==> config.mk <==
export PLATFORM = sky130hd
export DESIGN_NAME = adpcm_player
export DESIGN_NICKNAME = d
export VERILOG_FILES = /design/src/adpcm_pkg.sv /design/src/adpcm_player.sv /design/src/adpcm_decoder.sv /design/src/adpcm_seq.sv /design/src/adpcm_regs.sv
export SDC_FILE = /design/constraint.sdc
export NUM_CORES = 1
export LEC_CHECK = 0
export BUFFER_PORTS_ARGS = -buffer_cell sky130_fd_sc_hd__buf_2
export CAP_MARGIN = 20
export CORE_MARGIN = 2
export CORE_UTILIZATION = 49
export DETAILED_ROUTE_END_ITERATION = 7
export PLACE_DENSITY = 0.78
export SETUP_SLACK_MARGIN = 0.5
export SLEW_MARGIN = 25
export SYNTH_ARGS = -nofsm -noshare
export SYNTH_HDL_FRONTEND = slang
export SYNTH_SLANG_ARGS = --single-unit
==> constraint.sdc <==
create_clock -name clk -period 12.9 [get_ports clk]
set_input_delay 0.645 -clock clk [delete_from_list [all_inputs] [get_ports clk]]
set_output_delay 0.645 -clock clk [all_outputs]
set_load 0.05 [all_outputs]
==> src/adpcm_pkg.sv <==
// ADPCM playback shared definitions
// register opcodes, player state, OKI step and index tables
package adpcm_pkg;

    // cpu register map, decoded from cpu_ab
    typedef enum logic [1:0] {
        op_start      = 2'd0, // begin playback
        op_end_page   = 2'd1, // last page, exclusive
        op_start_page = 2'd2, // first page to play
        op_stop       = 2'd3  // halt playback
    } adpcm_op_e;

    typedef enum logic {
        st_idle = 1'b0,
        st_play = 1'b1
    } play_state_e;

    // standard OKI step sizes, 49 entries
    localparam logic [10:0] adpcm_steps [49] = '{
        11'd16,   11'd17,   11'd19,   11'd21,   11'd23,   11'd25,   11'd28,
        11'd31,   11'd34,   11'd37,   11'd41,   11'd45,   11'd50,   11'd55,
        11'd60,   11'd66,   11'd73,   11'd80,   11'd88,   11'd97,   11'd107,
        11'd118,  11'd130,  11'd143,  11'd157,  11'd173,  11'd190,  11'd209,
        11'd230,  11'd253,  11'd279,  11'd307,  11'd337,  11'd371,  11'd408,
        11'd449,  11'd494,  11'd544,  11'd598,  11'd658,  11'd724,  11'd796,
        11'd876,  11'd963,  11'd1060, 11'd1166, 11'd1282, 11'd1411, 11'd1552
    };

    // index change per nibble magnitude
    // 5 bits wide so the +8 entry keeps its sign
    localparam logic signed [4:0] adpcm_index_adj [8] = '{
        -5'sd1,
        -5'sd1,
        -5'sd1,
        -5'sd1,
        5'sd2,
        5'sd4,
        5'sd6,
        5'sd8  // largest jump
    };

    localparam int adpcm_max_idx = 48; // last valid step index

endpackage
==> src/adpcm_player.sv <==
// ADPCM sample playback channel
// CPU registers, ROM sequencer and OKI decoder
`timescale 1ns/1ps

module adpcm_player import adpcm_pkg::*; #(
    parameter int page_bytes_w = 9,  // log2 of bytes per page
    parameter int rate_div     = 48  // cen_oki pulses per sample
) (
    input  logic               clk,
    input  logic               ad_rst,
    input  logic               cpu_cen,
    input  logic               cen_oki,
    input  logic [7:0]         cpu_dout,
    input  adpcm_op_e          cpu_ab,
    input  logic               cs,
    input  logic [7:0]         rom_data,
    output logic [15:0]        rom_addr,
    output logic               rom_cs,
    output logic signed [11:0] snd,
    output logic               sample
);

logic       playing;
logic       start_ld;
logic [7:0] start_page;
logic [7:0] end_page;
logic       page_done;
logic [3:0] din;       // nibble for the decoder

adpcm_regs u_regs (
    .clk        ( clk        ),
    .ad_rst     ( ad_rst     ),
    .cpu_cen    ( cpu_cen    ),
    .cs         ( cs         ),
    .cpu_ab     ( cpu_ab     ),
    .cpu_dout   ( cpu_dout   ),
    .page_done  ( page_done  ),
    .playing    ( playing    ),
    .start_ld   ( start_ld   ),
    .start_page ( start_page ),
    .end_page   ( end_page   )
);

adpcm_seq #(.page_bytes_w(page_bytes_w)) u_seq (
    .clk        ( clk        ),
    .ad_rst     ( ad_rst     ),
    .playing    ( playing    ),
    .start_ld   ( start_ld   ),
    .start_page ( start_page ),
    .end_page   ( end_page   ),
    .sample     ( sample     ),
    .rom_data   ( rom_data   ),
    .page_done  ( page_done  ),
    .rom_addr   ( rom_addr   ),
    .rom_cs     ( rom_cs     ),
    .din        ( din        )
);

adpcm_decoder #(.rate_div(rate_div)) u_decod (
    .clk        ( clk        ),
    .ad_rst     ( ad_rst     ),
    .playing    ( playing    ),
    .cen_oki    ( cen_oki    ),
    .din        ( din        ),
    .sample     ( sample     ),
    .snd        ( snd        )
);

endmodule

==> src/adpcm_decoder.sv <==
// OKI style ADPCM decoder
// divides cen_oki down to the sample rate, then steps the
// 12-bit accumulator and the step index once per sample
`timescale 1ns/1ps

module adpcm_decoder import adpcm_pkg::*; #(
    parameter int rate_div = 48 // cen_oki pulses per sample
) (
    input  logic               clk,
    input  logic               ad_rst,
    input  logic               playing,
    input  logic               cen_oki,
    input  logic [3:0]         din,
    output logic               sample,
    output logic signed [11:0] snd
);

localparam int div_w = rate_div > 1 ? $clog2(rate_div) : 1;
localparam logic [div_w-1:0] div_last = div_w'(rate_div - 1);

logic [div_w-1:0]   div_cnt;
logic [5:0]         step_idx; // 0 to 48
logic [10:0]        step;
logic [11:0]        diff;     // at most 2910
logic signed [13:0] acc_sum;
logic signed [11:0] acc_nxt;
logic signed [6:0]  idx_sum;
logic [5:0]         idx_nxt;

// last cen_oki pulse of each period
assign sample = playing & cen_oki & (div_cnt == div_last);

// rate divider, held at 0 while idle
always_ff @(posedge clk) begin
    if (!ad_rst || !playing) begin
        div_cnt <= '0;
    end else if (cen_oki) begin
        if (sample)
            div_cnt <= '0;
        else
            div_cnt <= div_cnt + div_w'(1);
    end
end

assign step = adpcm_steps[step_idx];

// difference from the magnitude bits
always_comb begin
    diff = 12'(step >> 3);              // always there
    if (din[0])
        diff = diff + 12'(step >> 2);
    if (din[1])
        diff = diff + 12'(step >> 1);
    if (din[2])
        diff = diff + 12'(step);
end

// signed update with clipping to 12 bits
always_comb begin
    if (din[3])
        acc_sum = snd - $signed({2'b00, diff}); // bit 3 is the sign
    else
        acc_sum = snd + $signed({2'b00, diff});
    if (acc_sum > 14'sd2047)
        acc_nxt = 12'sd2047;
    else if (acc_sum < -14'sd2048)
        acc_nxt = -12'sd2048;
    else
        acc_nxt = acc_sum[11:0];
end

// next step index, kept inside the table
always_comb begin
    idx_sum = $signed({1'b0, step_idx}) + adpcm_index_adj[din[2:0]];
    if (idx_sum < 7'sd0)
        idx_nxt = 6'd0;
    else if (idx_sum > 7'(adpcm_max_idx))
        idx_nxt = 6'(adpcm_max_idx);
    else
        idx_nxt = idx_sum[5:0];
end

// accumulator and index step on each sample
always_ff @(posedge clk) begin
    if (!ad_rst || !playing) begin
        snd      <= 12'sd0;    // silent while idle
        step_idx <= 6'd0;
    end else if (sample) begin
        snd      <= acc_nxt;
        step_idx <= idx_nxt;
    end
end

endmodule

==> src/adpcm_seq.sv <==
// ADPCM page and nibble sequencer
// walks the sample ROM a byte at a time, low nibble first,
// and flags the end page
`timescale 1ns/1ps

module adpcm_seq #(
    parameter int page_bytes_w = 9 // log2 of bytes per page
) (
    input  logic        clk,
    input  logic        ad_rst,
    input  logic        playing,
    input  logic        start_ld,
    input  logic [7:0]  start_page,
    input  logic [7:0]  end_page,
    input  logic        sample,
    input  logic [7:0]  rom_data,
    output logic        page_done,
    output logic [15:0] rom_addr,
    output logic        rom_cs,
    output logic [3:0]  din
);

logic [7:0]            page;    // running page
logic [page_bytes_w:0] nib_cnt; // byte count plus nibble select in bit 0
logic [15:0]           addr_nxt;

// stop as soon as the running page hits the end page
assign page_done = playing && (page == end_page);

// low page bits, then the byte offset inside the page
assign addr_nxt = 16'({page, nib_cnt[page_bytes_w:1]});

always_ff @(posedge clk) begin
    if (!ad_rst) begin
        page    <= 8'd0;
        nib_cnt <= '0;
    end else begin
        if (start_ld) begin
            page    <= start_page; // reload also while playing
            nib_cnt <= '0;
        end else if (!playing) begin
            nib_cnt <= '0;         // next start begins at byte 0
        end else if (sample) begin
            nib_cnt <= nib_cnt + 1'b1;
            if (&nib_cnt)
                page <= page + 8'd1; // last nibble of the page
        end
    end
end

// ROM request, one cycle behind the counters
always_ff @(posedge clk) begin
    if (!ad_rst) begin
        rom_addr <= 16'd0;
        rom_cs   <= 1'b0;
    end else begin
        rom_addr <= addr_nxt;
        rom_cs   <= playing;
    end
end

// even count takes bits 3:0, odd count bits 7:4
assign din = nib_cnt[0] ? rom_data[7:4] : rom_data[3:0];

endmodule

==> src/adpcm_regs.sv <==
// ADPCM CPU register block
// decodes bus writes, keeps end page and play state,
// and passes the start page on to the sequencer
`timescale 1ns/1ps

module adpcm_regs import adpcm_pkg::*; (
    input  logic        clk,
    input  logic        ad_rst,
    input  logic        cpu_cen,
    input  logic        cs,
    input  adpcm_op_e   cpu_ab,
    input  logic [7:0]  cpu_dout,
    input  logic        page_done,
    output logic        playing,
    output logic        start_ld,
    output logic [7:0]  start_page,
    output logic [7:0]  end_page
);

play_state_e state;
logic        wr;

assign wr      = cs & cpu_cen; // qualified bus write
assign playing = state == st_play;

// play state, end page and start-load strobe
always_ff @(posedge clk) begin
    if (!ad_rst) begin
        state    <= st_idle;
        end_page <= 8'd0;
        start_ld <= 1'b0;
    end else begin
        start_ld <= 1'b0; // strobe lasts one cycle
        if (wr) begin
            case (cpu_ab)
                op_start: begin
                    if (state == st_idle)
                        state <= st_play; // ignored while already playing
                end
                op_end_page:   end_page <= cpu_dout;
                op_start_page: start_ld <= 1'b1;
                op_stop:       state    <= st_idle;
                default:       state    <= state;
            endcase
        end
        // end of data wins over a start in the same cycle
        if (page_done)
            state <= st_idle;
    end
end

// start page value, valid together with start_ld
always_ff @(posedge clk) begin
    if (wr && cpu_ab == op_start_page)
        start_page <= cpu_dout;
end

endmodule

==> results of run 1 <==
state kept, by name (all words and copies together) (netlist names):
register	cells
u_regs.start_ld	1
u_seq.page	8
u_regs.end_page	8
u_decod.div_cnt	6
u_seq.rom_cs	1
u_regs.start_page	8
u_regs.playing	1
u_decod.step_idx	6
u_seq.rom_addr	16
u_seq.nib_cnt	10
u_decod.snd	12
worst max-delay path, delay by kind of cell, from the launching register on:
kind	cells	cell delay [ps]
AO/OA/AOI/OAI	15	3640
adder cells (fa/ha/maj)	5	1840
AND/OR/NAND/NOR	9	1830
XOR/XNOR	3	720
flip-flops	1	650
multiplexers	2	460
buffers and inverters	2	350
path summary, 6_finish.rpt:
check / start / to / slack [ps] / cells past startpoint
hold reg to reg: u_decod.snd[0]$_SDFFE_PP0P_ / u_decod.snd[0]$_SDFFE_PP0P_ / 500 / 2
setup reg to reg: u_decod.step_idx[1]$_SDFFE_PP0P_ / u_decod.snd[10]$_SDFFE_PP0P_ / 3250 / 36
setup / recovery: u_decod.step_idx[1]$_SDFFE_PP0P_ / u_decod.snd[10]$_SDFFE_PP0P_ / 3250 / 36
hold / removal: u_decod.snd[0]$_SDFFE_PP0P_ / u_decod.snd[0]$_SDFFE_PP0P_ / 500 / 2
kinds of logic after synthesis:
group           after synthesis
simple gates                262
buf+inv                      68
mux                          33
compound gates              225
fa+ha+maj                    70
xor+xnor                     75
flops                        77
metrics by stage:
step                setup slack (ps)  utilization
floorplan                       4610            -
global placement                3670        0.531
detailed placement              3470        0.531
CTS                             3430        0.551
global route                    2410        0.551
finish                          3250        0.551
metal layers:
| metal | wire, µm | share of wire | global-route usage | vias to the layer above |
|---|---|---|---|---|
| li1 | - | - | - | 3001 |
| met1 | 7390 | 0.48 | 0.282 | 2732 |
| met2 | 7150 | 0.47 | 0.362 | 138 |
| met3 | 528 | 0.034 | 0.0244 | 21 |
| met4 | 295 | 0.019 | 0.0682 | 0 |
| met5 | 0 | 0 | 0 | - |
power by group:
group          internal (mW)  leakage, nW  total [mW]  switching (mW)
clock                  0.135        0.133       0.227          0.0923
combinational         0.0278         2.52      0.0686          0.0408
sequential             0.244        0.629       0.246         0.00162
total                  0.407         3.28       0.542           0.135
layout by cell type (no fill, tap or decap), drive strengths merged, types with 11 or more instances in the layout:
cell,Yosys,layout
nand2b,11,11
nor2b,14,14
buf,17,55
ha,65,65
nand3,18,18
dfxtp,69,69
o21ai,57,57
nand2,63,63
a21oi,58,58
nor2,69,69
clkbuf,16,12
xor2,36,36
inv,34,34
mux2i,26,26
xnor2,38,38
a21o,16,16
and2,32,32
area by class of cell:
cell class,count,area [µm²],share of cell area
Inverter,35,131,0.0179
Multi-Input combinational cell,665,4830,0.656
Timing Repair Buffer,55,283,0.0384
Clock inverter,4,26.3,0.00357
Sequential cell,77,1620,0.220
Clock buffer,12,246,0.0335
Tap cell,176,220,0.0299
==> results.ini, run 1 <==
[run_status]
run_status = finished clean

[grt]
grt_pass1_wl_um = 26000
grt_remaining_overflow = 0
vias_in_the_first_global_route = 5581
number_of_antenna_violations_at_the_first_check_in_global_routing = 0
grt_start_max_net_pins = 40
grt.total_usage = 0.213

[timing]
tns_ps = 0
finalWorstPathRequiredPeriod_ps = 9650
tcrit_tclk_final = 0.748
finalClockSkew_ps = 6.88
timing_worst_slew_pin_value_ps = 910
max-slew-margin-rel = 0.388
rsz0062_at_grt = no
fin_hold_ws_ps = 498
report.final.slew_viol_count = 0
achievable-frequency_mhz = 104
timing_hold_violations_final = 0
timing.final.setup_violations = 0

[placement]
placed_wire_length_estimate_after_detailed_placement_um = 11400
replace_congestion = 0.944
post-place-cells = 1008
buffer_ports.inserted = 52
dpl_cell_area_um2 = 7090

[logic_synthesis]
synth_sequential_area_ratio = 0.240
yosysTopAreaCell = sky130_fd_sc_hd__dfxtp_1
ys_warn_count = 0
synth_xor_area_frac = 0.0995
mappedNetlistNets = 903
synth.ff_latch_count = 77
synth_enable_flop_cells = 8
synth_simple_gate_area_share = 0.196
ys_async_sr_fraction = 0
synth.top_cells.by_count = sky130_fd_sc_hd__dfxtp_1, sky130_fd_sc_hd__nor2_1, sky130_fd_sc_hd__ha_1
muxShareOfSynthArea = 0.0537
synth_cells = 810
synthDistinctLibCells = 84
ys_top_cells_by_area = sky130_fd_sc_hd__dfxtp_1, sky130_fd_sc_hd__ha_1, sky130_fd_sc_hd__xnor2_1
synth_compound_gate_area_share = 0.231
syn_std_cell_area_um2 = 6750
synthMostInstantiatedCell = sky130_fd_sc_hd__dfxtp_1
syn_avg_cell_area_um2 = 8.34
largest_family_of_logic_cells_by_synthesized_area = compound AO/OA/AOI/OAI gates
share_of_the_synthesized_area_in_the_top_cell_type = 0.205
synthesized_area_fraction_occupied_by_adder_cells = 0.135
synth_flop_type = sky130_fd_sc_hd__dfxtp_1

[layout]
fillCellCount = 1214
final_nets = 936
area_growth_pct = 8.99
layout.cell_area.non_filler_um2 = 7360
finish.cell_count_without_fillers = 1024
final_layout_size_suffix_gt1_frac = 0.120
n_antenna_cell = 0

[drt]
dr_total_vias = 5892
route.detailed.wl_per_inst_um = 15.0
drtAntennaViolNets = 0
drt_pass1_iterations = 5
postRouteWirelength_um = 15400
detail_route.vias_per_cell = 5.75
first_iter_violations = 592
drt_drc_violations_left = 0

[floorplan]
die_h_um = 121
die_area_um2 = 14700
core.rowCount = 42
fp.dieW_um = 121
floorplan.core_area_um2 = 13300
pin_count = 53
initial_core_util = 0.506

[clock_tree]
post_cts_resize_count = 0
clockBufferDepth = 2
quantity_of_hold_fixing_buffers_added_after_cts = 0
tritoncts.num_buffers = 9
clk-insertion-delay-late_ps = 330
clock-root-buffer = sky130_fd_sc_hd__clkbuf_16
cts-htree-levels = 3
cts_tree = built
cts_setup_buffers = 0
path_clk_slew_ps = 60
cts.sink_count = 77

[run]
drv.max_cap_violation_count = 0

[worst_setup_path]
timing.critical_path.to_type = flop
critical_path.max_stage_delay_ps = 800
crit_path_start_kind = flop
critical-path-top-cell-by-count = sky130_fd_sc_hd__ha_1
crit_fanout = 15
cp_data_arrival_time_ps = 9850
cpMaxStageDelayCell = sky130_fd_sc_hd__o31ai_1
cp_data_required_time_ps = 13090
worstSetupPathType = reg -> reg

[hold_path]
worstHoldPathType = reg -> reg

[power]
p_leak_nw = 3.28
power.ir.vdd_worst_mv = 0.0752
power.density_nw_per_um2 = 73.6
tot_pwr_mw = 0.542

No activity file was read; power rests on OpenSTA's default activity.
==> inputs of run 2 (changes only) <==
Clock period 12.9 ns to 9.3 ns, I/O delays scaled along.
==> results.ini, run 2 (synthesized netlist as in run 1, its figures left out) <==
[timing]
timing.final.setup_violations = 0  ; unchanged
finalClockSkew_ps = 8.59  ; was 6.88 ps
rsz0062_at_grt = no  ; unchanged
report.final.slew_viol_count = 0  ; unchanged
achievable-frequency_mhz = 119  ; was 104 MHz
finalWorstPathRequiredPeriod_ps = 8380  ; was 9650 ps
timing_hold_violations_final = 0  ; unchanged
tcrit_tclk_final = 0.901  ; was 0.748
timing_worst_slew_pin_value_ps = 694  ; was 910 ps
tns_ps = 0  ; unchanged
max-slew-margin-rel = 0.538  ; was 0.388

[worst_setup_path]
cpMaxStageDelayCell = sky130_fd_sc_hd__or3_4  ; was sky130_fd_sc_hd__o31ai_1
critical-path-top-cell-by-count = sky130_fd_sc_hd__ha_1  ; unchanged
crit_path_start_kind = flop  ; unchanged
timing.critical_path.to_type = flop  ; unchanged
critical_path.max_stage_delay_ps = 450  ; was 800 ps
crit_fanout = 14  ; was 15
cp_data_arrival_time_ps = 8600  ; was 9850 ps
cp_data_required_time_ps = 9510  ; was 13090 ps
worst_reg2reg_path_length_in_cells = 36  ; unchanged
worstSetupPathType = reg -> reg  ; unchanged

[power]
power_frac_clock = 0.448  ; was 0.420
switching_portion_of_total_power = 0.258  ; was 0.249
p_int_mw = 0.589  ; was 0.407 mW
switchingPower_mw = 0.205  ; was 0.135 mW
p_leak_nw = 3.39  ; was 3.28 nW
power.density_nw_per_um2 = 104  ; was 73.6 nW/µm²
power_frac_comb = 0.123  ; was 0.127
power.ir.vdd_worst_mv = 0.0768  ; was 0.0752 mV
fraction_of_power_consumed_by_sequential_logic = 0.429  ; was 0.453

[floorplan]
die_h_um = 121  ; unchanged
pin_count = 53  ; unchanged
initial_core_util = 0.506  ; unchanged
fp.dieW_um = 121  ; unchanged
core.rowCount = 42  ; unchanged
die_area_um2 = 14700  ; unchanged
floorplan.core_area_um2 = 13300  ; unchanged

[layout]
largest_register_ffs = 16  ; unchanged
final_layout_size_suffix_gt1_frac = 0.156  ; was 0.120
mostFrequentLayoutCells = sky130_fd_sc_hd__dfxtp_1, sky130_fd_sc_hd__nor2_1, sky130_fd_sc_hd__nand2_1, sky130_fd_sc_hd__ha_1, sky130_fd_sc_hd__a21oi_1  ; was sky130_fd_sc_hd__dfxtp_1, sky130_fd_sc_hd__nor2_1, sky130_fd_sc_hd__ha_1, sky130_fd_sc_hd__nand2_1, sky130_fd_sc_hd__a21oi_1
registers.top_by_ff_count = u_seq.rom_addr  ; unchanged
largest_registers_ranked_by_flip_flop_count = u_seq.rom_addr x16, u_decod.snd x12, u_seq.nib_cnt x10  ; unchanged
layout.cells.most_common = sky130_fd_sc_hd__dfxtp_1  ; unchanged
register_area_um2 = 1620  ; about the same
layout.cell_area.non_filler_um2 = 7610  ; was 7360 µm²
final_nets = 949  ; was 936
multiInputGateArea_um2 = 4960  ; was 4830 µm²
area_growth_pct = 12.7  ; was 8.99%
n_antenna_cell = 0  ; unchanged
fillCellCount = 1174  ; was 1214

[clock_tree]
tritoncts.num_buffers = 9  ; unchanged
path_clk_slew_ps = 60  ; about the same
cts-htree-levels = 3  ; unchanged
clk-insertion-delay-late_ps = 340  ; was 330 ps
cts_tree = built  ; unchanged
cts.sink_count = 77  ; unchanged
clock-root-buffer = sky130_fd_sc_hd__clkbuf_16  ; unchanged
clockBufferDepth = 2  ; unchanged

[placement]
dpl_cell_area_um2 = 7150  ; was 7090 µm²
placed_wire_length_estimate_after_detailed_placement_um = 11600  ; was 11400 µm
buffer_ports.inserted = 52  ; unchanged
replace_congestion = 0.939  ; was 0.944

[grt]
grt_start_max_net_pins = 37  ; was 40
grt_remaining_overflow = 0  ; unchanged
number_of_antenna_violations_at_the_first_check_in_global_routing = 0  ; unchanged
vias_in_the_first_global_route = 5622  ; was 5581
grt_pass1_wl_um = 26600  ; was 26000 µm
grt.total_usage = 0.219  ; was 0.213

[drt]
detail_route.vias_per_cell = 5.84  ; was 5.75
drt_drc_violations_left = 0  ; unchanged
route.detailed.wl_per_inst_um = 15.4  ; was 15.0 µm
drtAntennaViolNets = 0  ; unchanged
postRouteWirelength_um = 16000  ; was 15400 µm
dr_total_vias = 6061  ; was 5892
drt_pass1_iterations = 5  ; unchanged
first_iter_violations = 548  ; was 592

[hold_path]
worstHoldPathType = in -> reg  ; was reg -> reg
worstHoldPathCells = 1  ; was 2

[run_status]
run_status = finished clean  ; unchanged

[run]
drv.max_cap_violation_count = 0  ; unchanged

==> run 2: per-layer routing <==
layer / routed length, µm / GRT usage
met5: 0 / 0
met4: 270 / 0.0654
met2: 7550 / 0.368
met3: 671 / 0.0273
met1: 7490 / 0.295
==> run 2: final timing paths <==
path	from	slack, ps	end
setup reg to reg	u_decod.step_idx[1]$_SDFFE_PP0P_	920	u_decod.snd[8]$_SDFFE_PP0P_
hold reg to reg	u_seq.nib_cnt[8]$_SDFFE_PP0P_	500	u_seq.rom_addr[7]$_SDFF_PN0_
hold / removal	cpu_dout[4]	320	u_regs.start_page[4]$_DFFE_PP_
setup / recovery	u_decod.step_idx[1]$_SDFFE_PP0P_	920	u_decod.snd[8]$_SDFFE_PP0P_
==> run 2: final cells by class <==
type                            instances  area share
Clock buffer                            9      0.0296
Clock inverter                          7      0.0105
Inverter                               35      0.0173
Multi-Input combinational cell        666       0.651
Sequential cell                        77       0.213
Tap cell                              176      0.0289
Timing Repair Buffer                   67      0.0490
==> run 2: critical path, delay by kind of cell, from the launching register on <==
kind | cells | cell delay, ps
xor gates and xnor gates | 3 | 710
and+or+nand+nor | 10 | 1880
AOI/OAI and AO/OA | 13 | 2510
muxes | 2 | 520
adders and majority gates | 6 | 1930
DFF | 1 | 320
buffers and inverters | 2 | 380
==> run 2: power groups by stage <==
stage | sequential, mW | combinational, mW | clock (mW)
2_1_floorplan | 0.348 | 0.0726 | 0
6_report | 0.341 | 0.0977 | 0.356
4_1_cts | 0.341 | 0.0948 | 0.359
3_3_place_gp | 0.348 | 0.0923 | 0
5_1_grt | 0.341 | 0.108 | 0.374
3_5_place_dp | 0.348 | 0.0935 | 0
==> run 2: repair_timing <==
action / CTS / global route
gates resized for setup: 3 / 22
setup endpoints to repair: 9 / 12
pin swaps: 0 / 5
cloned: 0 / 1
buffers inserted: 0 / 3
hold buffers: 0 / 0
==> run 2: metrics by stage <==
stage / std cells / worst slack (ps) / hold slack, ps / power (mW) / util
after floorplan: 810 / 1010 / 461 / 0.421 / -
after global placement: 1017 / 607 / 483 / 0.440 / 0.536
after detailed placement: 1017 / 353 / 496 / 0.441 / 0.536
after CTS: 1033 / 491 / 315 / 0.794 / 0.560
after global routing: 1037 / 484 / 309 / 0.823 / 0.570
final: 1037 / 916 / 321 / 0.794 / 0.570
